==> config.mk <==
export PLATFORM = sky130hd
export DESIGN_NAME = loadStoreUnit
export DESIGN_NICKNAME = d
export VERILOG_FILES = /design/src/logic/memPkg.sv /design/src/logic/loadStoreUnit.sv
export SDC_FILE = /design/constraint.sdc
export NUM_CORES = 1
export LEC_CHECK = 0
export BUFFER_PORTS_ARGS = -buffer_cell sky130_fd_sc_hd__buf_2
export CAP_MARGIN = 20
export CORE_AREA = 2 2 83 85
export CTS_BUF_LIST = sky130_fd_sc_hd__clkbuf_2
export DETAILED_ROUTE_END_ITERATION = 6
export DIE_AREA = 0 0 85 87
export MAX_ROUTING_LAYER = met4
export PLACE_DENSITY = 0.66
export SLEW_MARGIN = 20
export SYNTH_ARGS = -nofsm -noshare
export SYNTH_HDL_FRONTEND = slang
export SYNTH_SLANG_ARGS = --single-unit
==> constraint.sdc <==
create_clock -name clk -period 2.95 [get_ports clk]
set_clock_uncertainty 0.15 [all_clocks]
set_input_delay 0.1475 -clock clk [delete_from_list [all_inputs] [get_ports clk]]
set_output_delay 0.1475 -clock clk [all_outputs]
set_load 0.02 [all_outputs]
==> src/logic/memPkg.sv <==
/* Memory-access shared types */
package memPkg;

    // *******************************************************************
    // widths that carry a meaning
    // *******************************************************************
    typedef logic [31:0] word_t;             // data word and byte address
    typedef logic [4:0]  regAddr_t;          // integer register number
    typedef logic [3:0]  excCode_t;          // trap cause
    typedef logic [1:0]  memSize_t;          // log2 of the access width in bytes

    localparam memSize_t sizeByte = 2'd0;
    localparam memSize_t sizeHalf = 2'd1;
    localparam memSize_t sizeWord = 2'd2;

    localparam excCode_t excLoadMisaligned   = 4'd4;
    localparam excCode_t excLoadAccessFault  = 4'd5;
    localparam excCode_t excStoreMisaligned  = 4'd6;
    localparam excCode_t excStoreAccessFault = 4'd7;

    localparam int    ramWords     = 256;
    localparam int    ramIndexBits = $clog2(ramWords);
    localparam word_t ramLimit     = ramWords * 4;  // first byte address past the RAM
    localparam word_t insnSize     = 32'd4;

    // *******************************************************************
    // enums
    // *******************************************************************
    typedef enum logic [1:0] {
        none,
        fenceI,
        fenceVma
    } fenceType_t;

    typedef enum logic [1:0] {
        idle,
        access,
        respond
    } lsuState_t;

    // *******************************************************************
    // bundles
    // *******************************************************************
    typedef struct packed {
        logic       isLoad;
        logic       isStore;
        logic       isBranch;
        fenceType_t fence;
        memSize_t   size;
        logic       isUnsigned;
        logic       regWriteEnable;
        logic       fromMemory;          // write-back takes the load result
        logic       csrWriteEnable;
    } memOp_t;

    typedef struct packed {
        logic     valid;
        excCode_t cause;
        word_t    value;
    } trapInfo_t;

    typedef struct packed {
        logic      valid;
        memOp_t    op;
        word_t     pc;
        word_t     memAddr;
        word_t     storeValue;
        regAddr_t  dstRegAddr;
        word_t     dstRegValue;
        logic      branchTaken;
        word_t     branchTarget;
        trapInfo_t trapInfo;
        logic      trapReturn;
    } exStage_t;

    typedef struct packed {
        logic      valid;
        memOp_t    op;
        word_t     pc;
        regAddr_t  dstRegAddr;
        word_t     dstRegValue;
        trapInfo_t trapInfo;
        logic      trapReturn;
    } maStage_t;

    typedef struct packed {
        logic     enable;
        logic     isStore;
        memSize_t size;
        logic     isUnsigned;
        word_t    addr;
        word_t    storeValue;
    } lsuReq_t;

    typedef struct packed {
        logic     done;
        logic     fault;
        excCode_t faultCause;
        word_t    loadValue;
    } lsuResp_t;

    typedef struct packed {
        logic       psel;
        logic       penable;
        logic       pwrite;
        word_t      paddr;
        word_t      pwdata;
        logic [3:0] pstrb;
    } apbReq_t;

    typedef struct packed {
        logic  pready;
        word_t prdata;
        logic  pslverr;
    } apbResp_t;

endpackage

==> src/logic/loadStoreUnit.sv <==
/* Load/store unit, APB master */
module loadStoreUnit
    import memPkg::*;
(
    input  logic     clk,
    input  logic     rst,
    input  lsuReq_t  req,
    output lsuResp_t resp,
    output apbReq_t  apbReq,
    input  apbResp_t apbResp
);

    lsuState_t  state;
    lsuState_t  stateNext;
    logic       aligned;
    logic       misaligned;
    logic       start;                       // setup phase of a new transfer
    logic       busDone;
    logic [1:0] byteOffset;
    logic [3:0] laneMask;
    word_t      laneData;
    word_t      shiftedData;

    assign byteOffset = req.addr[1:0];

    // *******************************************************************
    // alignment check
    // *******************************************************************
    always_comb begin
        unique case (req.size)
            sizeByte: aligned = 1'b1;
            sizeHalf: aligned = !byteOffset[0];
            default:  aligned = byteOffset == 2'b00;
        endcase
    end

    assign misaligned = req.enable && !aligned;    // faults without touching the bus
    assign start      = req.enable && aligned && state != access;
    assign busDone    = state == access && apbResp.pready;

    // *******************************************************************
    // APB phase sequencing
    // *******************************************************************
    always_comb begin
        stateNext = state;
        unique case (state)
            idle, respond: begin
                // a new transfer may follow the last one with no gap
                if (start) begin
                    stateNext = access;
                end else begin
                    stateNext = idle;
                end
            end
            access: begin
                if (apbResp.pready) begin
                    stateNext = respond;
                end
            end
            default: stateNext = idle;
        endcase
    end

    always_ff @(posedge clk) begin
        if (rst) begin
            state <= idle;
        end else begin
            state <= stateNext;
        end
    end

    // *******************************************************************
    // byte-lane placement toward the bus
    // *******************************************************************
    always_comb begin
        unique case (req.size)
            sizeByte: begin
                laneMask = 4'b0001 << byteOffset;
                laneData = {4{req.storeValue[7:0]}};
            end
            sizeHalf: begin
                laneMask = 4'b0011 << byteOffset;
                laneData = {2{req.storeValue[15:0]}};
            end
            default: begin
                laneMask = 4'b1111;
                laneData = req.storeValue;
            end
        endcase
    end

    always_comb begin
        apbReq.psel    = start || state == access;
        apbReq.penable = state == access;
        apbReq.pwrite  = req.isStore;
        apbReq.paddr   = {req.addr[31:2], 2'b00};  // lanes pick the bytes
        apbReq.pwdata  = laneData;
        apbReq.pstrb   = req.isStore ? laneMask : 4'b0000;
    end

    // *******************************************************************
    // response and load extension
    // *******************************************************************
    assign shiftedData = apbResp.prdata >> {byteOffset, 3'b000};

    always_comb begin
        unique case (req.size)
            sizeByte: resp.loadValue = req.isUnsigned ?
                {24'b0, shiftedData[7:0]} : {{24{shiftedData[7]}}, shiftedData[7:0]};
            sizeHalf: resp.loadValue = req.isUnsigned ?
                {16'b0, shiftedData[15:0]} : {{16{shiftedData[15]}}, shiftedData[15:0]};
            default:  resp.loadValue = shiftedData;
        endcase
    end

    always_comb begin
        resp.done  = misaligned || busDone;
        resp.fault = misaligned || (busDone && apbResp.pslverr);
        if (req.isStore) begin
            resp.faultCause = misaligned ? excStoreMisaligned : excStoreAccessFault;
        end else begin
            resp.faultCause = misaligned ? excLoadMisaligned : excLoadAccessFault;
        end
    end

    // every access phase follows a setup phase with the same write data and strobes
    penableAfterSetup: assert property (
        @(posedge clk) disable iff (rst)
        apbReq.penable |-> apbReq.psel && $past(apbReq.psel) &&
            $stable(apbReq.pwdata) && $stable(apbReq.pstrb)
    );

endmodule

==> metrics.txt <==
CTS tree=built; sequential-to-total area share from yosys stat=under 10%; via count=1989; row count=30; DIE HEIGHT=87 um; Worst Path Max Fanout=35; Yosys reg bits=2; routed wire length=just under 6000 um; CTS Buf Count=3; max-capacitance violation count=0; port buffer count=149; Max Root-Sink Buffers=2; startpoint types=primary input; Top Registers=state (2); FF-to-FF path depth=3; Final Slew Violations=0; Area growth syn-to-layout=26.2%; Mapped Area=1700 sq um; Die Width=approximately 85 um; via/cell ratio=4.84; CTS Hold Bufs=1; detailed placement HPWL=4730 um; minimum clock period=approximately 2000 ps; Slew Limit Headroom=57.2%; critical path arrival=~1700 ps; worst-margin pin slew=641 ps; first-pass GRT wire length=8650 um; drt initial violations=82; YS warnings=0; Root Buffer=clkbuf_2; Remaining DRCs=0; power per standard cell area=237 nW/um^2; Post-Syn Area per Cell=a little over 7 sq um; max reg flops=2; Place WS=898 ps; clk slew on worst S/H paths=30 ps; Tcrit/Tclk final=just under 70%; dpl cell area=around 2100 sq um; drt wl/cell=14.4 um; Lkg Pwr=approximately 1.1 nW; # IOs=approximately 210; final setup fails=0; worst hold stages=3; GRT Util Overall=between 10% and 20%; cts repair resizes=0; antenna violations before repair=1; number of routed nets with antenna violations=0; setup TNS=0 ps; synthesized netlist cell count=238; CP required=2650 ps; worst setup path category=primary input to output port; setup ws final=between 900 and 1000 ps; clock sink total=2; largest net degree at the start of global routing=36; gpl congestion=0.839; effective utilization at floorplan=25.9%; postcts setup bufs=0; first-pass detailed-route iteration total=4; H-tree levels=1; Worst Setup End Kind=output port; fin area=2150 sq um; GRT overflow=0; most flop-heavy register=state; outcome=complete, no violations; fmax=493 MHz; RSZ-0062 raised after global routing=no; count of cell types in the netlist=33; hold crit path type=primary input to flip-flop; clk_lat worst skew=~190 ps; area of the die=7400 sq um; final hold vios=0; Nets=437; final core utilization=32.7%; layout cells sized above 1=56.1%; worst IR drop on VDD=0.202 mV; core region area=6570 sq um; vias in the first global route=1785
[cell families (layout without fill, tap and decap cells)]
| group | Yosys count | after routing | share of synthesized area [%] |
|---|---|---|---|
| flops | 2 | 2 | 2.35 |
| mux | 49 | 49 | 30.9 |
| compound gates | 56 | 56 | 22.6 |
| simple gates | 64 | 64 | 17.4 |
| other cells | 2 | 5 | 0.441 |
| buf+inv | 65 | 155 | 26.2 |
[final timing paths]
kind          startpoint        to  slack (ps)
max              req[33]  resp[10]         920
min          apbResp[33]  state[1]          80
max reg2reg     state[1]  state[0]        1910
min reg2reg     state[0]  state[0]         300
[report_power, final]
group | leakage [nW] | switching [mW] | total, mW | internal [mW]
clock network | 0.0125 | 0.0162 | 0.0433 | 0.0271
logic | 1.10 | 0.269 | 0.437 | 0.168
registers | 0.0163 | 0.000495 | 0.0290 | 0.0285
[metal layers]
metal	GRT usage, %	routed length, um
met1	17.4	2400
met2	25.9	2990
met3	2.46	483
met4	2.74	48
met5	-	0
[area by class of cell]
class,instances,area (sq um)
multi-input cells,173,1220
flip-flops and latches,2,40.0
fillers,723,4420
well taps,80,100
repair buffers,151,763
inverters,1,3.75
clock buffers,3,15.0
diodes,1,2.50
[placed cells by master, fill, tap and decap left out, types with 2 or more instances in the layout]
| cell type | n |
|---|---|
| clkbuf_2 | 3 |
| or2_0 | 7 |
| o211ai_1 | 16 |
| nand3_1 | 2 |
| dfxtp_1 | 2 |
| a21oi_1 | 15 |
| o21ai_0 | 16 |
| nor2_1 | 7 |
| o21a_1 | 4 |
| nor2b_1 | 3 |
| conb_1 | 4 |
| nand2_1 | 37 |
| mux2_2 | 25 |
| buf_2 | 149 |
| mux2i_1 | 23 |
[synth_stat cells]
library cell / instances / area [sq um]
conb_1: 2 / 7.51
o211ai_1: 16 / 120
nand2_1: 37 / 139
nand3b_1: 1 / 7.51
a221oi_4: 1 / 26.3
mux2_4: 1 / 15.0
or3_1: 1 / 6.26
buf_6: 2 / 22.5
o21ai_0: 16 / 80.1
mux2i_1: 23 / 230
nor2b_1: 3 / 18.8
inv_1: 1 / 3.75
and2b_1: 1 / 7.51
nor2_2: 1 / 6.26
mux2_2: 25 / 282
buf_1: 2 / 7.51
nor4_1: 1 / 6.26
clkbuf_1: 4 / 15.0
nor3b_2: 1 / 12.5
buf_2: 9 / 45.0
or2_0: 7 / 43.8
dfxtp_1: 2 / 40.0
a21oi_1: 15 / 75.1
o21a_1: 4 / 30.0
o31a_1: 1 / 8.76
nand3_1: 2 / 10.0
nor2_1: 7 / 26.3
a32oi_4: 1 / 27.5
o31ai_1: 1 / 7.51
or2_2: 1 / 6.26
a21bo_2: 1 / 10.0
nand2b_1: 1 / 6.26
buf_4: 47 / 353
[worst max-delay path, stage by stage]
cell     delay [ps]
buf_2           450
nor2b_1         600
a21oi_1         160
a21oi_1         180
buf_2           180
[through the flow]
step	cells	hold WS [ps]	power (mW)
finish	411	77.9	0.509
global route	411	72.0	0.549
CTS	410	71.1	0.514
detailed placement	406	145	0.467
global placement	406	145	0.462
floorplan	240	69.9	0.381
(Power assumes the default switching activity.)
