File: src/logic/memPkg.sv
/* Memory-access shared types */
package memPkg;

    // *******************************************************************
    // widths that carry a meaning
    // *******************************************************************
    typedef logic [31:0] word_t;             // data word and byte address
    typedef logic [4:0]  regAddr_t;          // integer register number
    typedef logic [3:0]  excCode_t;          // trap cause
    typedef logic [1:0]  memSize_t;          // log2 of the access width in bytes

    localparam memSize_t sizeByte = 2'd0;
    localparam memSize_t sizeHalf = 2'd1;
    localparam memSize_t sizeWord = 2'd2;

    localparam excCode_t excLoadMisaligned   = 4'd4;
    localparam excCode_t excLoadAccessFault  = 4'd5;
    localparam excCode_t excStoreMisaligned  = 4'd6;
    localparam excCode_t excStoreAccessFault = 4'd7;

    localparam int    ramWords     = 256;
    localparam int    ramIndexBits = $clog2(ramWords);
    localparam word_t ramLimit     = ramWords * 4;  // first byte address past the RAM
    localparam word_t insnSize     = 32'd4;

    // *******************************************************************
    // enums
    // *******************************************************************
    typedef enum logic [1:0] {
        none,
        fenceI,
        fenceVma
    } fenceType_t;

    typedef enum logic [1:0] {
        idle,
        access,
        respond
    } lsuState_t;

    // *******************************************************************
    // bundles
    // *******************************************************************
    typedef struct packed {
        logic       isLoad;
        logic       isStore;
        logic       isBranch;
        fenceType_t fence;
        memSize_t   size;
        logic       isUnsigned;
        logic       regWriteEnable;
        logic       fromMemory;          // write-back takes the load result
        logic       csrWriteEnable;
    } memOp_t;

    typedef struct packed {
        logic     valid;
        excCode_t cause;
        word_t    value;
    } trapInfo_t;

    typedef struct packed {
        logic      valid;
        memOp_t    op;
        word_t     pc;
        word_t     memAddr;
        word_t     storeValue;
        regAddr_t  dstRegAddr;
        word_t     dstRegValue;
        logic      branchTaken;
        word_t     branchTarget;
        trapInfo_t trapInfo;
        logic      trapReturn;
    } exStage_t;

    typedef struct packed {
        logic      valid;
        memOp_t    op;
        word_t     pc;
        regAddr_t  dstRegAddr;
        word_t     dstRegValue;
        trapInfo_t trapInfo;
        logic      trapReturn;
    } maStage_t;

    typedef struct packed {
        logic     enable;
        logic     isStore;
        memSize_t size;
        logic     isUnsigned;
        word_t    addr;
        word_t    storeValue;
    } lsuReq_t;

    typedef struct packed {
        logic     done;
        logic     fault;
        excCode_t faultCause;
        word_t    loadValue;
    } lsuResp_t;

    typedef struct packed {
        logic       psel;
        logic       penable;
        logic       pwrite;
        word_t      paddr;
        word_t      pwdata;
        logic [3:0] pstrb;
    } apbReq_t;

    typedef struct packed {
        logic  pready;
        word_t prdata;
        logic  pslverr;
    } apbResp_t;

endpackage

File: src/logic/memoryAccessStage.sv
/* Memory-access pipeline stage */
module memoryAccessStage
    import memPkg::*;
(
    input  logic        clk,
    input  logic        rst,
    input  exStage_t    exIn,
    output lsuReq_t     lsuReq,
    input  lsuResp_t    lsuResp,
    output maStage_t    maOut,
    output logic        stall,
    output logic        flushReq,
    output word_t       nextPc,
    output logic        invalidateICache,
    output logic        invalidateTlb,
    output logic        loadWriteEnable,
    output regAddr_t    loadWriteAddr,
    output word_t       loadWriteValue,
    output logic [63:0] commitCount
);

    logic      valid;
    memOp_t    op;
    logic      isMemOp;
    logic      branchTaken;
    logic      accept;                       // operation leaves the stage this cycle
    word_t     dstRegValue;
    trapInfo_t trapInfo;

    assign valid       = exIn.valid;
    assign op          = exIn.op;
    assign isMemOp     = op.isLoad || op.isStore;
    assign branchTaken = op.isBranch && exIn.branchTaken;

    // *******************************************************************
    // load/store unit request
    // *******************************************************************
    always_comb begin
        lsuReq.enable     = valid && isMemOp && !exIn.trapInfo.valid;  // earlier trap wins
        lsuReq.isStore    = op.isStore;
        lsuReq.size       = op.size;
        lsuReq.isUnsigned = op.isUnsigned;
        lsuReq.addr       = exIn.memAddr;
        lsuReq.storeValue = exIn.storeValue;
    end

    // hold the execute stage until the unit reports completion
    assign stall  = lsuReq.enable && !lsuResp.done;
    assign accept = valid && !stall;

    always_comb begin
        dstRegValue = op.fromMemory ? lsuResp.loadValue : exIn.dstRegValue;
    end

    // a fault from the unit overwrites the trap info, the bad address goes in value
    always_comb begin
        if (lsuReq.enable && lsuResp.done && lsuResp.fault) begin
            trapInfo.valid = 1'b1;
            trapInfo.cause = lsuResp.faultCause;
            trapInfo.value = exIn.memAddr;
        end else begin
            trapInfo = exIn.trapInfo;
        end
    end

    // *******************************************************************
    // control flow toward fetch
    // *******************************************************************
    always_comb begin
        invalidateICache = accept && (op.fence == fenceI || op.fence == fenceVma);
        invalidateTlb    = accept && op.fence == fenceVma;

        flushReq = accept && (branchTaken ||
                              op.csrWriteEnable ||
                              op.fence != none ||
                              trapInfo.valid ||
                              exIn.trapReturn);

        if (branchTaken) begin
            nextPc = exIn.branchTarget;
        end else begin
            nextPc = exIn.pc + insnSize;
        end
    end

    // Load results are forwarded to the register file in the cycle they arrive.
    // A faulting load writes nothing.
    always_comb begin
        loadWriteEnable = accept && op.isLoad && op.regWriteEnable && !trapInfo.valid;
        loadWriteAddr   = exIn.dstRegAddr;
        loadWriteValue  = dstRegValue;
    end

    // *******************************************************************
    // stage register and commit counter
    // *******************************************************************
    always_ff @(posedge clk) begin
        maOut.op          <= op;
        maOut.pc          <= exIn.pc;
        maOut.dstRegAddr  <= exIn.dstRegAddr;
        maOut.dstRegValue <= dstRegValue;
        maOut.trapInfo    <= trapInfo;
        maOut.trapReturn  <= exIn.trapReturn;
        if (rst || stall) begin
            maOut.valid <= 1'b0;                 // bubble while the access is in flight
        end else begin
            maOut.valid <= valid;
        end
    end

    always_ff @(posedge clk) begin
        if (rst) begin
            commitCount <= '0;
        end else if (accept) begin
            commitCount <= commitCount + 64'd1;
        end
    end

    // the execute stage must hold its operation for the whole access
    reqStableDuringStall: assert property (
        @(posedge clk) disable iff (rst)
        stall |=> $stable(lsuReq)
    );

endmodule

File: config.mk
export PLATFORM = sky130hd
export DESIGN_NAME = memoryAccessStage
export DESIGN_NICKNAME = d
export VERILOG_FILES = /design/src/logic/memPkg.sv /design/src/logic/memoryAccessStage.sv
export SDC_FILE = /design/constraint.sdc
export NUM_CORES = 1
export LEC_CHECK = 0
export BUFFER_PORTS_ARGS = -buffer_cell sky130_fd_sc_hd__buf_4
export CORE_AREA = 2 2 227 229
export CTS_CLUSTER_DIAMETER = 200
export DETAILED_ROUTE_END_ITERATION = 16
export DIE_AREA = 0 0 229 231
export PLACE_DENSITY = 0.39
export REMOVE_ABC_BUFFERS = 1
export SLEW_MARGIN = 30
export SYNTH_ARGS = -nofsm -noshare
export SYNTH_HDL_FRONTEND = slang
export SYNTH_SLANG_ARGS = --single-unit
File: constraint.sdc
create_clock -name clk -period 2 [get_ports clk]
set_input_delay 0.2 -clock clk [delete_from_list [all_inputs] [get_ports clk]]
set_output_delay 0.2 -clock clk [all_outputs]
set_load 0.005 [all_outputs]
==> results of run 1 <==
## cells in the final DEF, fill, tap and decap left out, types with 9 or more instances in the layout
cell,count
sky130_fd_sc_hd__clkbuf_16,17
sky130_fd_sc_hd__nand3_1,36
sky130_fd_sc_hd__nand2_1,37
sky130_fd_sc_hd__nand4_1,26
sky130_fd_sc_hd__buf_4,637
sky130_fd_sc_hd__dfxtp_1,168
sky130_fd_sc_hd__dlygate4sd3_1,184
sky130_fd_sc_hd__nor2_1,80
sky130_fd_sc_hd__inv_1,13
sky130_fd_sc_hd__or4_1,9
sky130_fd_sc_hd__o21ai_0,25
sky130_fd_sc_hd__xor2_1,33
sky130_fd_sc_hd__xnor2_1,25
sky130_fd_sc_hd__a21oi_1,60
sky130_fd_sc_hd__dfxtp_2,15
sky130_fd_sc_hd__nor3_1,13
sky130_fd_sc_hd__mux2_2,72
sky130_fd_sc_hd__or3_1,24
## power groups by stage
stage	combinational [mW]	sequential (mW)	clock (mW)
3_3_place_gp	1.40	3.93	0
6_report	1.71	3.84	3.44
2_1_floorplan	0.253	3.95	0
4_1_cts	1.71	3.85	3.62
3_5_place_dp	1.39	3.93	0
5_1_grt	1.82	3.86	3.75
## registers in the layout (all words and copies together), names as in the netlist
signal / count
maOut: 119
commitCount: 64
## per-layer routing
layer  share of wire  vias up  global-route usage
li1                -     4265                   -
met1            0.40     4062              0.1657
met2            0.48      328              0.2394
met3           0.089       42             0.06831
met4           0.024        2             0.05256
met5          0.0027        -             0.01471
## area by class of cell
class / instances / area [um^2] / area share
Sequential cell: 183 / 3682 / 0.2376
Tap cell: 680 / 850.8 / 0.05489
Timing Repair Buffer: 831 / 6771 / 0.4369
Inverter: 13 / 48.80 / 0.003148
Clock buffer: 17 / 425.4 / 0.02745
Multi-Input combinational cell: 509 / 3585 / 0.2313
Clock inverter: 15 / 136.4 / 0.008799
## what timing repair did
item,in CTS,in global routing
setup buffers,1,6
hold endpoints to repair,116,0
setup endpoints to repair,13,37
resized for setup,7,41
pin swaps,3,10
hold buffers,184,0
## Yosys cell counts, drive strengths merged, types with 8 or more instances
cell / count / area share
nor2: 80 / 0.039
inv: 13 / 0.0063
o21ai: 25 / 0.016
buf: 82 / 0.076
xor2: 33 / 0.037
nor4: 18 / 0.019
nand3: 39 / 0.026
clkbuf: 20 / 0.0096
mux2: 72 / 0.10
nand4: 32 / 0.033
dfxtp: 183 / 0.47
o31ai: 8 / 0.0077
xnor2: 25 / 0.028
nand2: 39 / 0.019
a21oi: 62 / 0.040
nor3: 14 / 0.010
or3: 24 / 0.019
or4: 10 / 0.010
## logic make-up (layout without fill, tap and decap cells)
kind of cell,count (synthesis),count (layout)
AND/OR/NAND/NOR,274,274
buffers and inverters,115,876
flip-flops,183,183
adder cells (fa/ha/maj),4,4
multiplexers,72,72
XOR/XNOR,58,58
AO/OA/AOI/OAI,101,101
## worst reg2reg max path: cells and delay by family, from the launching register on
kind / cells / cell delay [ns]
AND/OR/NAND/NOR: 4 / 1.15
flip-flops: 1 / 0.38
buffers and inverters: 1 / 0.21
AO/OA/AOI/OAI: 1 / 0.16
## final timing paths
path,start,end,slack (ns),cells past startpoint
worst max-delay path,exIn[213],maOut[30],0.03,10
worst min-delay path,exIn[37],maOut[37],0.03,3
worst max register to register,commitCount[34],commitCount[61],0.06,6
worst min register to register,commitCount[60],commitCount[60],0.51,2
## stage by stage
| step | setup TNS, ns | setup WS [ns] | hold WS, ns | total power, mW |
|---|---|---|---|---|
| after floorplan | -6.435 | -0.2077 | 0.2277 | 4.202 |
| after global placement | -15.88 | -0.3470 | 0.3145 | 5.331 |
| after detailed placement | -16.23 | -0.3653 | 0.3147 | 5.323 |
| after CTS | 0 | 0.00004641 | 0.02214 | 9.171 |
| after global routing | -0.09351 | -0.03656 | 0.003502 | 9.436 |
| final | 0 | 0.03440 | 0.03155 | 8.996 |
==> implementation parameters, run 1 <==
Parameter                              Value

Status
  Result of the run    complete, no violations

Clock tree
  Number of CTS-inserted buffers    17
  Clock Sink Count    183
  Worst-path clk slew    0.08 ns
  Buffer type at the clock tree root    sky130_fd_sc_hd__clkbuf_16
  CTS max path bufs    2
  CTS tree    done
  Max H-tree Level    4
  Clock insertion delay at the later pin of the skew report    0.49 ns

Layout
  Share of final-layout standard cells stronger than drive strength 1    0.5108
  Number of antenna cells inserted    0
  Post-layout net count    1,815
  Post-Route Utilization    0.3058
  Fill cells    5,392
  Final Instance Area    15,500 um^2
  Synth-to-layout area growth    99.07%
  Non-Filler Instances    2,248

GRT
  Vias in the first global route    9,032
  Maximum number of pins on one net before global-route repair    63
  All-Layer GR Usage    0.1464
  Total congestion overflow    0
  Initial antenna violation count    0
  First-pass GRT wire length    57.11 mm

Die
  Std-Cell Core Area    50,680 um^2
  Initial standard-cell utilization of the core    0.1536
  Vertical die dimension    231 um
  Overall die area    52,900 um^2
  I/O pins    582
  Die span in x    229 um
  Number of rows created at floorplan    83

Pwr
  Seq pwr share    0.427
  Comb pwr share    0.190
  Static leakage    6.827 nW
  Clk network pwr share    0.383
  Total net switching power    2.476 mW
  Internal power summed over all cells    6.520 mW
  Switch share    0.2753
  Cell Pwr Density    580.4 nW/um^2
  VDD IR max    0.0004739 V

Synth
  Xor and xnor area share after synthesis    0.06524
  Number of distinct library cell variants in the gate-level netlist after synthesis    42
  Number of enable flip-flop cells after synthesis    0
  Multiplexer fraction of the synthesized cell area    0.1041
  Mean cell area of the mapped netlist    9.648 um^2
  Largest family of logic cells by synthesized area    simple AND/OR/NAND/NOR gates
  Adder-cell share of the synthesized area    0.006428
  Async SR Flop Fraction    0
  Synthesized flop and latch total    183
  Ys flop type    sky130_fd_sc_hd__dfxtp_1
  Area fraction in compound gates after synthesis    0.07006
  Count of mapped cells out of synthesis    807
  Part of the Yosys area used for sequential elements    0.4705
  Post-synth design cell area    7786 um^2
  Share of synthesized cell area in and, or, nand and nor gates    0.1920
  Total of warnings raised by yosys    0

Worst setup path
  Crit end category    register
  Crit path largest cell delay    0.56 ns
  Crit path buf inv count    6
  Critical path data arrival time    2.34 ns
  Family of cells with the greatest summed delay on the critical path    buffers and inverters
  Critical path fanouts, max    6
  Worst EP required    2.38 ns
  Most frequent cell on the critical path    sky130_fd_sc_hd__buf_4
  Category of the critical setup timing path    in -> reg
  Kind of start point of the critical path    input pin
  Cells along the critical path    buf_4 > o21bai_2 > buf_4 > buf_4 > nor2_1 > buf_4 > nand3_4 > buf_4 > mux2_2 > dlygate4sd3_1
  CP max stage cell    sky130_fd_sc_hd__dlygate4sd3_1

Placement
  Number of input and output port buffers inserted    517
  Final weighted congestion of routability-driven global placement    0.8044
  Total cell area at the placement stage    12,830 um^2
  Total half-perimeter wirelength after legalization and detailed placement    31.24 mm
  Cell count after placement    2,025

Timing
  Tightest slew margin relative to the limit    0.6992
  Least-Margin Pin Slew    0.4512 ns
  Worst setup skew after layout    0.01372 ns
  Share of the clock period used by the worst path    0.9828
  Hold violation total from the final report    0
  Unrepaired setup endpoints after global routing    yes
  Highest attainable clock frequency    508.8 MHz
  Post-route minimum period    1.966 ns
  Final-report setup violation count    0
  Number of max-slew violations in the final report    0

Drt
  Average wire per standard cell    17.63 um
  Number of DRC markers after the initial detailed-route iteration    269
  Average via count per standard cell    3.870
  Total Routed Length    39.64 mm
  Residual antenna-violating net count after detailed routing    0
  Router iterations before antenna repair    6
  Via count of the routed design    8,699
  Post-detailed-route DRC marker count    0

Min path
  Worst Hold Class    in -> reg

Job
  Max_cap viols    0
Note: power is estimated with default switching activity, not from simulation.
==> run 2: changes to the inputs <==
Settings changed: PLACE_DENSITY 0.39 to unset.
==> run 2 against run 1 <==
Effect of this change:
- largest cell class unchanged
- register-to-register slack better by 0.03 ns
- clock-buffer cell count up 2
- critical endpoint is now maOut[36]
- hold slack better by 0.072 ns
- highest routed layer unchanged
==> implementation parameters, run 2 (same netlist as run 1, synthesis figures left out) <==
Parameter                              Value

Layout
  Synth-to-layout area growth    97.70%
  Non-Filler Instances    2,242
  Top reg by flops    maOut
  Share of final-layout standard cells stronger than drive strength 1    0.4968
  Fill cells    5,337
  Post-layout net count    1,809
  Flip-flop count of the largest register, all copies and words added    119
  Largest registers in the final layout    maOut x119, commitCount x64
  Number of antenna cells inserted    0
  Most frequent cells in the layout    sky130_fd_sc_hd__buf_4, sky130_fd_sc_hd__dlygate4sd3_1, sky130_fd_sc_hd__dfxtp_1
  Most common cell after layout, fill and taps aside    sky130_fd_sc_hd__buf_4

Drt
  Router iterations before antenna repair    4
  Average wire per standard cell    17.85 um
  Residual antenna-violating net count after detailed routing    0
  Average via count per standard cell    3.967
  Total Routed Length    40.02 mm
  Via count of the routed design    8,894
  Number of DRC markers after the initial detailed-route iteration    345
  Post-detailed-route DRC marker count    0

Pwr
  Clk network pwr share    0.390
  Seq pwr share    0.421
  Final Total Pwr    9.156 mW
  Internal power summed over all cells    6.873 mW
  Static leakage    6.773 nW
  Switch share    0.2494
  Comb pwr share    0.189
  Cell Pwr Density    594.8 nW/um^2
  VDD IR max    0.0006191 V
  Total net switching power    2.283 mW

Timing
  Post-route minimum period    1.953 ns
  Final-report setup violation count    0
  Hold violation total from the final report    0
  Worst setup skew after layout    0.01531 ns
  Unrepaired setup endpoints after global routing    yes
  Number of max-slew violations in the final report    0
  Final worst setup slack    0.04671 ns
  Least-Margin Pin Slew    0.5611 ns
  Total Neg Setup Slack    0 ns
  Highest attainable clock frequency    512.0 MHz
  Share of the clock period used by the worst path    0.9766
  Tightest slew margin relative to the limit    0.6246

Placement
  Number of input and output port buffers inserted    517
  Final weighted congestion of routability-driven global placement    0.8534
  Cell count after placement    2,015
  Dpl ws    -0.07298 ns
  Total half-perimeter wirelength after legalization and detailed placement    31.14 mm

Clock tree
  Number of CTS-inserted buffers    17
  Worst-path clk slew    0.07 ns
  Buffer type at the clock tree root    sky130_fd_sc_hd__clkbuf_16
  Clock insertion delay at the later pin of the skew report    0.49 ns
  Max H-tree Level    4
  CTS tree    done
  CTS max path bufs    2
  Clock Sink Count    183

Die
  Vertical die dimension    231 um
  Std-Cell Core Area    50,680 um^2
  Overall die area    52,900 um^2
  I/O pins    582
  Initial standard-cell utilization of the core    0.1536
  Die span in x    229 um
  Number of rows created at floorplan    83

Worst setup path
  Crit end category    register
  Kind of start point of the critical path    input pin
  Critical path fanouts, max    34
  Critical path data arrival time    2.31 ns
  Category of the critical setup timing path    in -> reg
  Worst EP required    2.36 ns

GRT
  All-Layer GR Usage    0.1467
  First-pass GRT wire length    56.68 mm
  Initial antenna violation count    1
  Vias in the first global route    9,104
  Maximum number of pins on one net before global-route repair    38
  Total congestion overflow    0

Status
  Result of the run    complete, no violations

Job
  Max_cap viols    0

Min path
  Worst Hold Class    in -> reg
## run 2: cell count changes in the layout (fill, tap and decap cells not counted), sizes merged
cell / before / now
buf: 647 / 641
bufinv: 0 / 3
clkbuf: 17 / 19
clkinv: 2 / 5
clkinvlp: 5 / 2
inv: 21 / 16
## run 2: worst paths after layout
kind	startpoint	slack, ns	cells past startpoint	end
min	exIn[205]	0.10	1	maOut[108]
min reg2reg	commitCount[54]	0.52	2	commitCount[54]
max reg2reg	commitCount[45]	0.09	6	commitCount[63]
max	exIn[213]	0.05	9	maOut[36]
## run 2: repair_timing
item	in CTS	in global routing
hold buffers	184	0
endpoints found under the hold margin	116	0
setup buffers	1	10
gates resized for setup	2	20
pin swaps	3	10
endpoints found under the setup margin	8	71
## run 2: area by class of cell
| class | count | area (um^2) | area share |
|---|---|---|---|
| inverters | 13 | 48.80 | 0.003170 |
| repair buffers | 825 | 6695 | 0.4349 |
| clock inverters | 13 | 171.4 | 0.01114 |
| flip-flops and latches | 183 | 3666 | 0.2382 |
| clock buffers | 19 | 432.9 | 0.02812 |
| multi-input cells | 509 | 3528 | 0.2292 |
| well taps | 680 | 850.8 | 0.05527 |
## run 2: power groups by stage
stage / sequential [mW] / clock, mW / combinational [mW]
after floorplan: 3.95 / 0 / 0.253
after global placement: 3.94 / 0 / 1.39
after detailed placement: 3.94 / 0 / 1.41
after CTS: 3.86 / 3.74 / 1.73
after global routing: 3.87 / 3.86 / 1.84
final: 3.86 / 3.57 / 1.73
## run 2: per-layer routing
metal	global-route usage	routed length (um)	vias up
met2	0.2564	20350	388
met1	0.1602	15490	4224
met5	0	10	-
li1	-	-	4232
met4	0.04769	894	2
met3	0.06139	3276	48
## run 2: through the flow
stage	util	area [um^2]	hold slack (ns)
floorplan	-	7122	0.2277
global placement	0.2515	12750	0.3143
detailed placement	0.2515	12750	0.3156
CTS	0.3002	15210	0.01877
global route	0.3037	15390	0.06410
finish	0.3037	15390	0.1035
## run 2: critical path, cell delays in order
cell and delay [ns]:
sky130_fd_sc_hd__buf_4 0.11, sky130_fd_sc_hd__o21bai_1 0.23, sky130_fd_sc_hd__buf_12 0.16, sky130_fd_sc_hd__nor2_1 0.04, sky130_fd_sc_hd__buf_4 0.14, sky130_fd_sc_hd__nand3_2 0.12, sky130_fd_sc_hd__buf_6 0.31, sky130_fd_sc_hd__mux2_2 0.39
sky130_fd_sc_hd__dlygate4sd3_1 0.57
